File: config.mk
export PLATFORM = sky130hd
export DESIGN_NAME = periph_top
export DESIGN_NICKNAME = d
export VERILOG_FILES = /design/src/soc_pkg.sv /design/src/apb_decode.sv /design/src/us_tick_gen.sv /design/src/riscv_timer.sv /design/src/uart_tx.sv /design/src/periph_top.sv
export VERILOG_INCLUDE_DIRS = /design/src
export SDC_FILE = /design/constraint.sdc
export NUM_CORES = 1
export LEC_CHECK = 0
export BUFFER_PORTS_ARGS = -buffer_cell sky130_fd_sc_hd__buf_2
export CAP_MARGIN = 15
export CORE_MARGIN = 3
export CORE_UTILIZATION = 67
export DETAILED_ROUTE_END_ITERATION = 6
export HOLD_SLACK_MARGIN = 0.12
export PLACE_DENSITY = 0.87
export SLEW_MARGIN = 40
export SYNTH_ARGS = -nofsm -noshare
export SYNTH_HDL_FRONTEND = slang
export SYNTH_HIERARCHICAL = 1
export SYNTH_SLANG_ARGS = --single-unit
File: constraint.sdc
create_clock -name clk -period 7.47 [get_ports clk]
set_clock_uncertainty 0.05 [all_clocks]
set_input_delay 0.3735 -clock clk [delete_from_list [all_inputs] [get_ports clk]]
set_output_delay 0.3735 -clock clk [all_outputs]
set_load 0.01 [all_outputs]
File: src/soc_defs.svh
/*
 * Peripheral subsystem constants
 * Clock rate, APB address map, register offsets and reset values
 */

`ifndef SOC_DEFS_SVH
`define SOC_DEFS_SVH

// Clock cycles per microsecond
`define CLK_MHZ 4

// ------------------------------
// Address map
`define APB_SEL_MASK 16'hc000
`define TIMER_BASE 16'h0000
`define UART_BASE 16'h4000

// ------------------------------
// Timer registers
`define TIMER_CTRL_OFS 16'h0000
`define TIMER_MTIME_OFS 16'h0008
`define TIMER_MTIMEH_OFS 16'h000c
`define TIMER_MTIMECMP_OFS 16'h0010
`define TIMER_MTIMECMPH_OFS 16'h0014
`define MTIMECMP_RESET 64'hffff_ffff_ffff_ffff

// ------------------------------
// UART registers
`define UART_DATA_OFS 16'h0000
`define UART_STAT_OFS 16'h0004
`define UART_DIV_OFS 16'h0008
`define UART_DIV_RESET 16'd8

`endif

File: src/soc_pkg.sv
/*
 * Shared types for the peripheral subsystem
 * APB vectors, timer count, UART divider, byte and FSM state
 */

package soc_pkg;

	// APB bus
	typedef logic [15:0] apb_addr_t;
	typedef logic [31:0] apb_data_t;

	// Machine timer count and compare
	typedef logic [63:0] mtime_t;

	// UART
	typedef logic [15:0] uart_div_t;
	typedef logic [7:0] uart_byte_t;

	typedef enum logic [1:0] {
		IDLE,
		START,
		DATA,
		STOP
	} uart_state_e;

endpackage

File: src/apb_decode.sv
/*
 * APB address decoder
 * Slave selects for timer and UART, read data return mux,
 * error response for unmapped addresses
 */

`include "soc_defs.svh"

module apb_decode import soc_pkg::*; (
	input  logic      psel,
	input  logic      penable,
	input  apb_addr_t paddr,

	output logic      timer_psel,
	output logic      uart_psel,
	input  apb_data_t timer_prdata,
	input  apb_data_t uart_prdata,

	output apb_data_t prdata,
	output logic      pslverr
);

	apb_addr_t sel_bits;
	logic      timer_hit;
	logic      uart_hit;

	// Region match on the upper address bits
	assign sel_bits  = paddr & apb_addr_t'(`APB_SEL_MASK);
	assign timer_hit = (sel_bits == apb_addr_t'(`TIMER_BASE));
	assign uart_hit  = (sel_bits == apb_addr_t'(`UART_BASE));

	assign timer_psel = psel & timer_hit;
	assign uart_psel  = psel & uart_hit;

	// Unmapped region, flagged only in the access phase
	assign pslverr = psel & penable & ~(timer_hit | uart_hit);

	// ------------------------------
	// Read data return
	always_comb begin
		if (timer_hit) begin
			prdata = timer_prdata;
		end else if (uart_hit) begin
			prdata = uart_prdata;
		end else begin
			prdata = '0;
		end
	end

endmodule

File: src/us_tick_gen.sv
/*
 * Microsecond timebase
 * One-cycle tick every CLK_MHZ clock cycles
 */

`include "soc_defs.svh"

module us_tick_gen (
	input  logic clk,
	input  logic rst_n,
	output logic tick
);

	typedef logic [$clog2(`CLK_MHZ)-1:0] tick_ctr_t;

	tick_ctr_t ctr;

	// Start from the top so the first tick lands CLK_MHZ cycles after reset
	always_ff @(posedge clk or negedge rst_n) begin
		if (!rst_n) begin
			ctr  <= tick_ctr_t'(`CLK_MHZ - 1);
			tick <= 1'b0;
		end else begin
			if (ctr == '0) begin
				ctr <= tick_ctr_t'(`CLK_MHZ - 1);
			end else begin
				ctr <= ctr - 1'b1;
			end
			tick <= (ctr == '0);
		end
	end

endmodule

File: src/riscv_timer.sv
/*
 * RISC-V machine timer, APB slave
 * CTRL enable, 64-bit mtime and mtimecmp as 32-bit halves,
 * debug halt freeze and registered interrupt compare
 */

`include "soc_defs.svh"

module riscv_timer import soc_pkg::*; (
	input  logic      clk,
	input  logic      rst_n,

	input  logic      psel,
	input  logic      penable,
	input  logic      pwrite,
	input  apb_addr_t paddr,
	input  apb_data_t pwdata,
	output apb_data_t prdata,

	input  logic      tick,
	input  logic      dbg_halt,

	output logic      timer_irq
);

	apb_addr_t ofs;
	logic      wr_en;
	logic      count_en;
	logic      ctrl_en;
	mtime_t    mtime;
	mtime_t    mtimecmp;

	// Region already decoded upstream, keep the offset only
	assign ofs   = paddr & ~apb_addr_t'(`APB_SEL_MASK);
	assign wr_en = psel & penable & pwrite;

	// Counter frozen while the hart sits in debug halt
	assign count_en = tick & ctrl_en & ~dbg_halt;

	// ------------------------------
	// Registers and counting
	always_ff @(posedge clk or negedge rst_n) begin
		if (!rst_n) begin
			ctrl_en   <= 1'b1;
			mtime     <= '0;
			mtimecmp  <= `MTIMECMP_RESET;
			timer_irq <= 1'b0;
		end else begin
			if (wr_en && ofs == `TIMER_CTRL_OFS) begin
				ctrl_en <= pwdata[0];
			end

			// Software write wins over the tick increment
			if (wr_en && ofs == `TIMER_MTIME_OFS) begin
				mtime[31:0] <= pwdata;
			end else if (wr_en && ofs == `TIMER_MTIMEH_OFS) begin
				mtime[63:32] <= pwdata;
			end else if (count_en) begin
				mtime <= mtime + 64'd1;
			end

			if (wr_en && ofs == `TIMER_MTIMECMP_OFS) begin
				mtimecmp[31:0] <= pwdata;
			end
			if (wr_en && ofs == `TIMER_MTIMECMPH_OFS) begin
				mtimecmp[63:32] <= pwdata;
			end

			// Level interrupt, one cycle behind the compare
			timer_irq <= (mtime >= mtimecmp);
		end
	end

	// ------------------------------
	// Read mux
	always_comb begin
		case (ofs)
			`TIMER_CTRL_OFS:      prdata = {31'b0, ctrl_en};
			`TIMER_MTIME_OFS:     prdata = mtime[31:0];
			`TIMER_MTIMEH_OFS:    prdata = mtime[63:32];
			`TIMER_MTIMECMP_OFS:  prdata = mtimecmp[31:0];
			`TIMER_MTIMECMPH_OFS: prdata = mtimecmp[63:32];
			default:              prdata = '0;
		endcase
	end

endmodule

File: src/uart_tx.sv
/*
 * Transmit-only UART, APB slave
 * DATA, STAT and DIV registers, frame FSM and bit shifter
 */

`include "soc_defs.svh"

module uart_tx import soc_pkg::*; (
	input  logic      clk,
	input  logic      rst_n,

	input  logic      psel,
	input  logic      penable,
	input  logic      pwrite,
	input  apb_addr_t paddr,
	input  apb_data_t pwdata,
	output apb_data_t prdata,

	output logic      tx
);

	apb_addr_t   ofs;
	logic        wr_en;
	logic        busy;
	uart_state_e state;
	uart_div_t   div;
	uart_div_t   frame_div;
	uart_div_t   bit_cnt;
	logic [2:0]  bit_idx;
	uart_byte_t  shift;

	assign ofs   = paddr & ~apb_addr_t'(`APB_SEL_MASK);
	assign wr_en = psel & penable & pwrite;
	assign busy  = (state != IDLE);

	always_ff @(posedge clk or negedge rst_n) begin
		if (!rst_n) begin
			div <= `UART_DIV_RESET;
		end else if (wr_en && ofs == `UART_DIV_OFS) begin
			div <= pwdata[15:0];
		end
	end

	// ------------------------------
	// Frame FSM
	always_ff @(posedge clk or negedge rst_n) begin
		if (!rst_n) begin
			state   <= IDLE;
			tx      <= 1'b1;
			bit_cnt <= '0;
			bit_idx <= '0;
		end else begin
			case (state)
				IDLE: begin
					// Divider latched per frame, so DIV writes wait for the next one
					if (wr_en && ofs == `UART_DATA_OFS) begin
						state     <= START;
						tx        <= 1'b0;
						shift     <= pwdata[7:0];
						frame_div <= div;
						bit_cnt   <= div - 1'b1;
					end
				end
				START, DATA, STOP: begin
					if (bit_cnt != '0) begin
						bit_cnt <= bit_cnt - 1'b1;
					end else begin
						bit_cnt <= frame_div - 1'b1;
						if (state == STOP) begin
							state <= IDLE;
						end else if (state == DATA && bit_idx == 3'd7) begin
							state <= STOP;
							tx    <= 1'b1;
						end else begin
							// LSB first
							state   <= DATA;
							tx      <= shift[0];
							shift   <= shift >> 1;
							bit_idx <= (state == START) ? 3'd0 : bit_idx + 3'd1;
						end
					end
				end
				default: state <= IDLE;
			endcase
		end
	end

	always_comb begin
		case (ofs)
			`UART_STAT_OFS: prdata = {31'b0, busy};
			`UART_DIV_OFS:  prdata = {16'b0, div};
			default:        prdata = '0;
		endcase
	end

endmodule

File: src/periph_top.sv
/*
 * APB peripheral subsystem top level
 * Decoder, microsecond tick, machine timer and UART transmitter
 */

module periph_top import soc_pkg::*; (
	input  logic      clk,
	input  logic      rst_n,

	// APB port, zero wait states
	input  logic      psel,
	input  logic      penable,
	input  logic      pwrite,
	input  apb_addr_t paddr,
	input  apb_data_t pwdata,
	output apb_data_t prdata,
	output logic      pslverr,

	input  logic      dbg_halt,

	output logic      timer_irq,
	output logic      tx
);

	logic      timer_psel;
	logic      uart_psel;
	apb_data_t timer_prdata;
	apb_data_t uart_prdata;
	logic      tick;

	// ------------------------------
	// Bus decode
	apb_decode i_decode (
		.psel         (psel),
		.penable      (penable),
		.paddr        (paddr),
		.timer_psel   (timer_psel),
		.uart_psel    (uart_psel),
		.timer_prdata (timer_prdata),
		.uart_prdata  (uart_prdata),
		.prdata       (prdata),
		.pslverr      (pslverr)
	);

	// ------------------------------
	// Timer and its timebase
	us_tick_gen i_tick (
		.clk   (clk),
		.rst_n (rst_n),
		.tick  (tick)
	);

	riscv_timer i_timer (
		.clk       (clk),
		.rst_n     (rst_n),
		.psel      (timer_psel),
		.penable   (penable),
		.pwrite    (pwrite),
		.paddr     (paddr),
		.pwdata    (pwdata),
		.prdata    (timer_prdata),
		.tick      (tick),
		.dbg_halt  (dbg_halt),
		.timer_irq (timer_irq)
	);

	// ------------------------------
	// Serial output
	uart_tx i_uart (
		.clk     (clk),
		.rst_n   (rst_n),
		.psel    (uart_psel),
		.penable (penable),
		.pwrite  (pwrite),
		.paddr   (paddr),
		.pwdata  (pwdata),
		.prdata  (uart_prdata),
		.tx      (tx)
	);

endmodule

## Yosys cells after proc, flatten, opt, wreduce, memory -nomap -nowiden

Index checks and enable logic that the tools add are counted.

- Reductions and logical operators: 24
- Bitwise operators: 17
- Equal/unequal tests: 15
- Muxes and demuxes: 28
- Add/subtract/negate cells: 6
- Magnitude comparators: 1

Operator list:

| kind | number |
|---|---|
| 32-bit 2-to-1 mux | 5 |
| 32-bit one-hot mux with 5 select lines | 1 |
| 64-bit by 1-bit adder with 64-bit output (second input constant) | 1 |
| 64-bit >= comparator | 1 |
| 64-bit 2-to-1 mux | 1 |
| 16-bit one-hot mux with 2 select lines | 2 |
| 16-bit by 1-bit subtractor with 16-bit output (second input constant) | 3 |
| 16-bit zero test | 2 |
| 16-bit 2-to-1 mux | 2 |
| 8-bit 2-to-1 mux | 4 |
| 14-bit by 4-bit == test with 1-bit output (second input constant) | 2 |
| 14-bit by 5-bit == test with 1-bit output (second input constant) | 2 |
| 8-bit one-hot mux with 2 select lines | 1 |
| 16-bit nonzero test | 1 |
| 14-bit by 3-bit == test with 1-bit output (second input constant) | 1 |
| 1-bit bitwise AND | 10 |
| 1-bit logical AND | 8 |
| 2-bit 2-to-1 mux | 4 |
| 2-bit != test (second input constant) | 3 |
| 1-bit inverter | 6 |
| 2-bit AND reduction | 3 |
| 3-bit AND reduction | 2 |
| 2-bit nonzero test | 3 |
| 1-bit 2-to-1 mux | 5 |
| 14 further kinds | 18 |

- Bits in registers: 195
- Logic and storage cells: 106
- Bits of input ports: 54

## Depth between registers and ports, before layout

Gate-level depths: netlist of run 1.

- Word-level depth: 7
- Mapped depth: 11

## Hierarchy

Netlist of run 1, hierarchy kept.

By module, submodules not included:

| module | seq. area each (µm²) | cells each | area an instance (µm²) | instances |
|---|---|---|---|---|
| riscv_timer | 3334.4 | 1018 | 9111.2 | 1 |
| uart_tx | 1674.1 | 291 | 3335.7 | 1 |
| apb_decode | 0.0 | 75 | 551.8 | 1 |
| us_tick_gen | 77.6 | 8 | 107.6 | 1 |

## Worst setup path before layout of run 1

Ideal clock, no wire load.

- Path kind: register to register
- Start: register i_uart.state[0]
- End: register i_uart.shift[0], enable pin
- Slack: 4.815 ns
- Period minus slack after synthesis: 2.655 ns
- Buffers on the path: 3
- Cell stages (with the launch flop): 8
- Arrival time: 2.221 ns
- Cells stage by stage: dfrtp_1 inv_1 ha_1 buf_2 buf_1 buf_1 o21ai_0 nor3_1

- Longest elaborated chain between the ends: 4

Ends and longest elaborated chain:

| item | RTL line | RTL |
|---|---|---|
| from (decl) | uart_tx.sv:25 | `uart_state_e state;` |
| from (signal assigned) | uart_tx.sv:48 | `state <= IDLE;` |
| from (signal assigned) | uart_tx.sv:57 | `state <= START;` |
| from (signal assigned) | uart_tx.sv:70 | `state <= IDLE;` |
| 2-bit by 1-bit == test with 1-bit output, or another cell as far along | uart_tx.sv:53 | `case (state)` |
| 3-bit OR reduction or 1-bit logical AND (tied branches) | uart_tx.sv:53, uart_tx.sv:71 |  |
| 2-bit != test (no source line) | - |  |
| 5-bit AND reduction (no source line) (*) | - |  |
| to (signal assigned) | uart_tx.sv:59 | `shift <= pwdata[7:0];` |
| to (signal assigned) | uart_tx.sv:78 | `shift <= shift >> 1;` |
| to (decl) | uart_tx.sv:30 | `uart_byte_t shift;` |

Mark *: on every way between the ends. The rest lies on a longest branch, timed or not.
A chain may end at the register's enable or synchronous reset.

## Worst setup path in the final report of run 1

- Start: register i_uart.state[0]
- End: register i_uart.bit_cnt[15]

- Longest elaborated chain between the ends: 3

Ends and longest elaborated chain:

| item | RTL line | RTL |
|---|---|---|
| 2-bit by 1-bit == test with 1-bit output or 2-bit == test (tied branches) | uart_tx.sv:53 |  |
| 3-bit OR reduction | uart_tx.sv:53 |  |
| 16-bit one-hot mux with 2 select lines | uart_tx.sv:53 |  |
| to (signal assigned) | uart_tx.sv:61 | `bit_cnt <= div - 1'b1;` |
| to (signal assigned) | uart_tx.sv:66 | `bit_cnt <= bit_cnt - 1'b1;` |
| to (signal assigned) | uart_tx.sv:68 | `bit_cnt <= frame_div - 1'b1;` |
| to (decl) | uart_tx.sv:28 | `uart_div_t bit_cnt;` |

Several ways; a longest one is shown, not always the timed one.

==> results of run 1 <==
-- Yosys cell counts (all sizes together) (21+ instances only) --
cell      n
nand2   144
nor2    126
o21ai   104
dfrtp   102
inv      92
ha       74
mux2i    72
dfstp    69
mux2     68
a21oi    47
nand3    45
buf      42
clkbuf   41
nor3     38
nor4     37
nand4    35
a221o    33
xnor2    32
edfxtp   24
xor2     21
-- worst max-delay path: cells and delay by family (launching register included) --
kind                       cells  cell delay [ps]
DFF                            1              440
buffers and inverters          3              730
AOI/OAI and AO/OA              2              380
adders and majority gates      1              150
and+or+nand+nor                4             1550
-- cell families after synthesis --
| family | after synthesis |
|---|---|
| fa+ha+maj | 74 |
| xor+xnor | 53 |
| simple gates | 501 |
| compound gates | 253 |
| buf+inv | 175 |
| flops | 195 |
| other cells | 1 |
| mux | 140 |
-- final timing paths --
check                                       startpoint  slack [ps]                          endpoint  cells past startpoint
setup / recovery           i_uart/state[0]$_DFFE_PN0P_        4060    i_uart/bit_cnt[15]$_DFFE_PN0N_                     10
hold / removal                              pwdata[24]         140  i_timer/mtimecmp[24]$_DFFE_PN1P_                      3
setup reg to reg           i_uart/state[0]$_DFFE_PN0P_        4060    i_uart/bit_cnt[15]$_DFFE_PN0N_                     10
hold reg to reg                i_tick/ctr[0]$_DFF_PN1_         430           i_tick/ctr[0]$_DFF_PN1_                      1
max in group asynchronous                        rst_n        5940     i_timer/mtime[55]$_DFFE_PN0P_                      3
min in group asynchronous                        rst_n         380     i_timer/mtime[25]$_DFFE_PN0P_                      2
-- per-stage QoR --
stage / cells / total power [mW] / hold WS [ps]
3_5_place_dp: 1687 / 1.235 / 273.0
5_1_grt: 1720 / 2.224 / 128.4
6_report: 1720 / 2.153 / 141.5
3_3_place_gp: 1686 / 1.231 / 261.5
2_1_floorplan: 1407 / 1.174 / 27.91
4_1_cts: 1720 / 2.159 / 122.8
-- sequential cells by signal (all words and copies together) (netlist names) --
signal / cells
i_tick/tick: 1
i_timer/timer_irq: 1
i_uart/bit_idx: 3
i_uart/state: 2
i_uart/bit_cnt: 16
i_uart/shift: 8
i_tick/ctr: 2
i_uart/frame_div: 16
i_timer/mtime: 64
i_timer/ctrl_en: 1
i_uart/tx: 1
i_uart/div: 16
i_timer/mtimecmp: 64
-- metal layers --
metal | vias to the layer above | track usage | share of wire
met5 | - | 0 | 0.00035
met4 | 2 | 0.1462 | 0.038
met3 | 165 | 0.07194 | 0.10
met2 | 716 | 0.5497 | 0.46
met1 | 5485 | 0.4836 | 0.40
li1 | 5086 | - | -
-- area by class of cell --
type                            count  area (um^2)
Sequential cell                   195         5086
Timing Repair Buffer              104        576.8
Fill cell                        1328         4751
Inverter                           92        345.3
Multi-Input combinational cell   1037         7282
Clock inverter                     14        160.2
Tap cell                          260        325.3
Clock buffer                       18        429.2
-- power by group through the flow --
stage          logic [mW]  clock network (mW)  registers [mW]
3_5_place_dp        0.123                   0            1.11
4_1_cts             0.125               0.941            1.09
5_1_grt             0.138               0.992            1.09
2_1_floorplan      0.0664                   0            1.11
3_3_place_gp        0.119                   0            1.11
6_report            0.126               0.934            1.09
==> flow_summary.ini, run 1 <==
[power_and_ir_drop]
seq_power_share = 0.508
combPwrFrac = 0.059
power.density_nw_per_um2 = 151.6
switching_power_mw = 0.5500
p_sw_frac = 0.2554
vdd_drop_max_mv = 0.1618
intPower_mw = 1.603
leakage_nw = 6.390
clkPwrFrac = 0.434

[global_routing]
grt_pass1_wl_mm = 60.97
grt_max_degree = 74
gr-usage-all-layers = 0.3524
antenna_found_initial = 1
grt_pass1_vias = 11510
gr-total-overflow = 0

[timing]
fmax_ghz = 0.2934
hold_viol = 0
fin_crit_ps = 3409
fin_crit_sh = 0.4563
worst_slack_ps = 4061
setup_viol = 0
tightest_slew_ps = 881.1
tns_ps = 0
rsz0062_at_grt = false
relSlewSlack = 0.4104
finalMaxSlewViolations = 0

[yosys]
syn-cell-area_um2 = 13110
synth_compound_area_frac = 0.1265
synth_edf_count = 24
ys_warn_count = 6
synth_top_area_share = 0.1947
yosys.area_share.xor_xnor = 0.03542
synth.yosys.seq_area_share = 0.3881
synth_area_leaders = dfrtp_1, dfstp_2, ha_1
synth_top_flop_cell = dfrtp_1
ys_types = 76
synthAdderAreaFrac = 0.07064
synthCells = 1392
synthSimpleGateAreaFrac = 0.1930
yosysTopAreaCell = dfrtp_1
synthArstFlopShare = 0.8769
syn_area_per_cell_um2 = 9.415
ys_ff_latch = 195
yosys-mux-area-fraction = 0.1220
synth_top_family_by_area = simple AND/OR/NAND/NOR gates

[layout]
final_common_cell = nand2_1
final_layout_size_suffix_gt1_frac = 0.2062
fin_area_um2 = 14200
nets = 1575
antenna_cells = 0
area_growth_pct = 8.382
final_cell_mix = nand2_1, nor2_1, o21ai_0, dfrtp_1, inv_1
final_core_util = 0.7494

[setup_path]
critPathArrivalTime_ps = 3730
critPathCaptureType = flip-flop
crit_chain = inv_1 > ha_1 > buf_4 > inv_2 > nand2_1 > o221ai_1 > nor4_2 > nand3_1 > or4_1 > a31oi_1
start_kind = flip-flop
cp_data_required_time_ps = 7790
worst-setup-path-type = flip-flop to flip-flop
cp_slowest_cell = or4_1
cp_max_fo = 39
slowest_delay_ps = 590

[run]
maxCapViolCount = 0

[floorplan]
start_util = 0.6914
die-area_um2 = 21280
die_w_um = 145.9
die_y_um = 145.9
rows = 50
ios = 89
core_um2 = 18960

[detailed_routing]
drt_iter0_drc = 1451
wl_mm = 37.48
drc = 0
vias_per_cell = 6.659
wire_per_inst_um = 21.79
vias = 11450
firstDrtPassIters = 6
final_antenna_net_count = 0

[placement]
port_buffers = 88
placed_area_um2 = 13590
place_congestion = 0.9929
dpl.hpwl_mm = 26.10
preCtsSetupSlack_ps = 3904

[clock_network]
postCtsHoldBufs = 1
cts.clk_slew.worst_paths_ps = 80
insertion_delay_ps = 440
post_cts_resized = 0
cts_buffer_depth = 2
cts_setup_buffers = 0
clock-sinks = 195
cts_made_buffers = 17
cts-root-buf = clkbuf_16
cts_tree = built
cts_htree_levels = 4

[status]
status = finished, final reports clean

[hold_path]
timing.hold.worst.class = primary input to flip-flop
No activity file was read; power rests on OpenSTA's default activity.
==> inputs of run 2 (changes only) <==
--- a/config.mk
+++ b/config.mk
@@ -6,13 +6,14 @@
 export SDC_FILE = /design/constraint.sdc
 export NUM_CORES = 1
 export LEC_CHECK = 0
+export ABC_AREA = 1
 export BUFFER_PORTS_ARGS = -buffer_cell sky130_fd_sc_hd__buf_2
 export CAP_MARGIN = 15
 export CORE_MARGIN = 3
-export CORE_UTILIZATION = 67
+export CORE_UTILIZATION = 62
 export DETAILED_ROUTE_END_ITERATION = 6
 export HOLD_SLACK_MARGIN = 0.12
-export PLACE_DENSITY = 0.87
+export PLACE_DENSITY = 0.81
 export SLEW_MARGIN = 40
 export SYNTH_ARGS = -nofsm -noshare
 export SYNTH_HDL_FRONTEND = slang
==> constraint.sdc (replaced) <==
create_clock -name clk -period 3.55 [get_ports clk]
set_clock_uncertainty 0.05 [all_clocks]
set_input_delay 0.1775 -clock clk [delete_from_list [all_inputs] [get_ports clk]]
set_output_delay 0.1775 -clock clk [all_outputs]
set_load 0.01 [all_outputs]
==> run 2 against run 1 <==
Sequential share of layout area shrank 3.8 points. Hold slack gained 7.7 ps. First-iteration DRC count grew 44%. Largest power group unchanged.
==> flow_summary.ini, run 2 <==
[status]
status = finished, final reports clean

[floorplan]
die_y_um = 157.9
core_um2 = 22230
die-area_um2 = 24920
die_w_um = 157.9
rows = 54
ios = 89
start_util = 0.6434

[clock_network]
clock-sinks = 195
cts_buffer_depth = 2
cts_tree = built
cts_setup_buffers = 0
cts_htree_levels = 4
cts-root-buf = clkbuf_16
post_cts_resized = 0
cts_made_buffers = 17
insertion_delay_ps = 440
cts.clk_slew.worst_paths_ps = 80
postCtsHoldBufs = 34

[yosys]
synth_area_leaders = nand2_1, dfrtp_1, dfstp_2
synth_commonest_cells = nand2_1, nor2_1, inv_1
yosys.area_share.xor_xnor = 0.01715
synthCells = 2116
syn_area_per_cell_um2 = 6.759
synthAdderAreaFrac = 0.06474
ys_warn_count = 6
synth.most_common_cell = nand2_1
yosysTopAreaCell = nand2_1
ys_types = 44
ys_ff_latch = 195
synth_top_flop_cell = dfrtp_1
synth.yosys.seq_area_share = 0.3556
synth_edf_count = 24
synthSimpleGateAreaFrac = 0.3739
syn-cell-area_um2 = 14300
synth_top_family_by_area = simple AND/OR/NAND/NOR gates
synthArstFlopShare = 0.8769
yosys-mux-area-fraction = 0.007087
synth_compound_area_frac = 0.08591
synth_top_area_share = 0.1793

[layout]
multi_input_area_um2 = 7929
regArea_um2 = 5086
reg_top3 = i_timer/mtime (64), i_timer/mtimecmp (64)
fin_area_um2 = 15900
final_cell_mix = nand2_1, nor2_1, inv_1, nand3_1, o21ai_0
final_core_util = 0.7154
nFillCells = 1790
area_growth_pct = 11.19
antenna_cells = 0
nets = 2342
final_common_cell = nand2_1
final_layout_size_suffix_gt1_frac = 0.1289

[global_routing]
grt_pass1_wl_mm = 79.42
gr-usage-all-layers = 0.4168
grt_max_degree = 70
antenna_found_initial = 1
grt_pass1_vias = 14420
gr-total-overflow = 0

[setup_path]
cp_data_required_time_ps = 3320
start_kind = primary input
worst-setup-path-type = primary input to output pin
critPathCaptureType = output pin
reg2regPathDepth = 12
r2r_end = i_uart/bit_cnt[8]$_DFFE_PN0N_
critPathArrivalTime_ps = 2770
cp_max_fo = 26
ff2ff_setup_slack_ps = 860
rr_startpoint = i_uart/state[0]$_DFFE_PN0P_

[power_and_ir_drop]
switching_power_mw = 1.345
combPwrFrac = 0.082
power.density_nw_per_um2 = 300.9
p_sw_frac = 0.2812
seq_power_share = 0.488
intPower_mw = 3.439
leakage_nw = 7.340
vdd_drop_max_mv = 0.2426
clkPwrFrac = 0.429

[detailed_routing]
drt_iter0_drc = 2083
vias = 15230
firstDrtPassIters = 7
vias_per_cell = 6.076
wl_mm = 51.45
final_antenna_net_count = 0
met1Wirelength_mm = 21.20
highest_layer = met5
wl_met3_mm = 5.770
drc = 0
wire_per_inst_um = 20.52
wl_met2_mm = 22.46

[hold_path]
min_from = dbg_halt
whs_path_depth = 5
timing.hold.worst.class = primary input to flip-flop
holdPathEnd = i_timer/mtime[1]$_DFFE_PN0P_

[timing]
fmax_ghz = 0.3332
setup_viol = 0
finalMaxSlewViolations = 0
holdWs_ps = 149.2
fin_crit_sh = 0.8453
tns_ps = 0
worst_slack_ps = 549.1
fin_crit_ps = 3001
tightest_slew_ps = 794.7
hold_viol = 0
rsz0062_at_grt = false
relSlewSlack = 0.4683

[placement]
port_buffers = 88
place_congestion = 1.047
placed_area_um2 = 14940
dpl.hpwl_mm = 38.16
preCtsSetupSlack_ps = 786.4

[run]
maxCapViolCount = 0
[run 2: cell count changes after synthesis, sizes merged, moves of 16 or more]
| cell | previous run | this run |
|---|---|---|
| a221o | 33 | 0 |
| inv | 92 | 245 |
| mux2 | 68 | 9 |
| mux2i | 72 | 0 |
| nand2 | 144 | 703 |
| nand3 | 45 | 207 |
| nor2 | 126 | 267 |
| nor3 | 38 | 22 |
| nor4 | 37 | 4 |
| o21ai | 104 | 140 |
| xnor2 | 32 | 13 |
[run 2: cells by family (layout without fill, tap and decap cells)]
kind of cell / count (synthesis) / count (layout)
adder cells (fa/ha/maj): 74 / 74
buffers and inverters: 329 / 425
other: 1 / 16
AO/OA/AOI/OAI: 228 / 228
multiplexers: 9 / 9
XOR/XNOR: 28 / 28
AND/OR/NAND/NOR: 1252 / 1252
flip-flops: 195 / 195
[run 2: cell type report]
type	instances	area share
tap	280	0.02203
clock inverter	14	0.01188
timing repair buffer	146	0.06232
sequential	195	0.3199
multi-input combinational	1607	0.4986
clock buffer	18	0.02699
inverter	247	0.05831
[run 2: how the worst max path moves through the flow]
stage | start | slack [ps] | endpoint
global placement | paddr[13] | 850 | prdata[24]
floorplan | i_uart/state[0]$_DFFE_PN0P_ | 250 | i_uart/shift[0]$_DFFE_PP_
CTS | paddr[2] | 620 | prdata[24]
finish | paddr[2] | 550 | prdata[20]
global route | paddr[2] | 340 | prdata[11]
detailed placement | paddr[13] | 790 | prdata[24]
[run 2: power groups by stage]
stage | clock network [mW] | registers, mW | logic (mW)
2_1_floorplan | 0 | 2.36 | 0.195
3_3_place_gp | 0 | 2.37 | 0.337
3_5_place_dp | 0 | 2.37 | 0.350
4_1_cts | 2.05 | 2.33 | 0.383
5_1_grt | 2.17 | 2.34 | 0.434
6_report | 2.05 | 2.34 | 0.394
[run 2: routing by layer]
| metal | track usage | up-vias |
|---|---|---|
| met5 | 0 | - |
| met4 | 0.1595 | 2 |
| met3 | 0.1014 | 175 |
| met2 | 0.6348 | 976 |
| met1 | 0.5774 | 7124 |
| li1 | - | 6956 |
[run 2: through the flow]
step / power, mW / instances
after floorplan: 2.551 / 2131
after global placement: 2.711 / 2440
after detailed placement: 2.724 / 2441
after CTS: 4.769 / 2507
after global routing: 4.939 / 2507
final: 4.785 / 2507
[run 2: worst max-delay path, stage by stage]
cell,delay (ps)
dlygate4sd3_1,510
buf_2,150
inv_1,90
nor3_4,380
nand2_2,560
o22ai_1,390
nor2_1,80
a21oi_1,160
nand2_1,80
nand2_1,60
buf_2,120
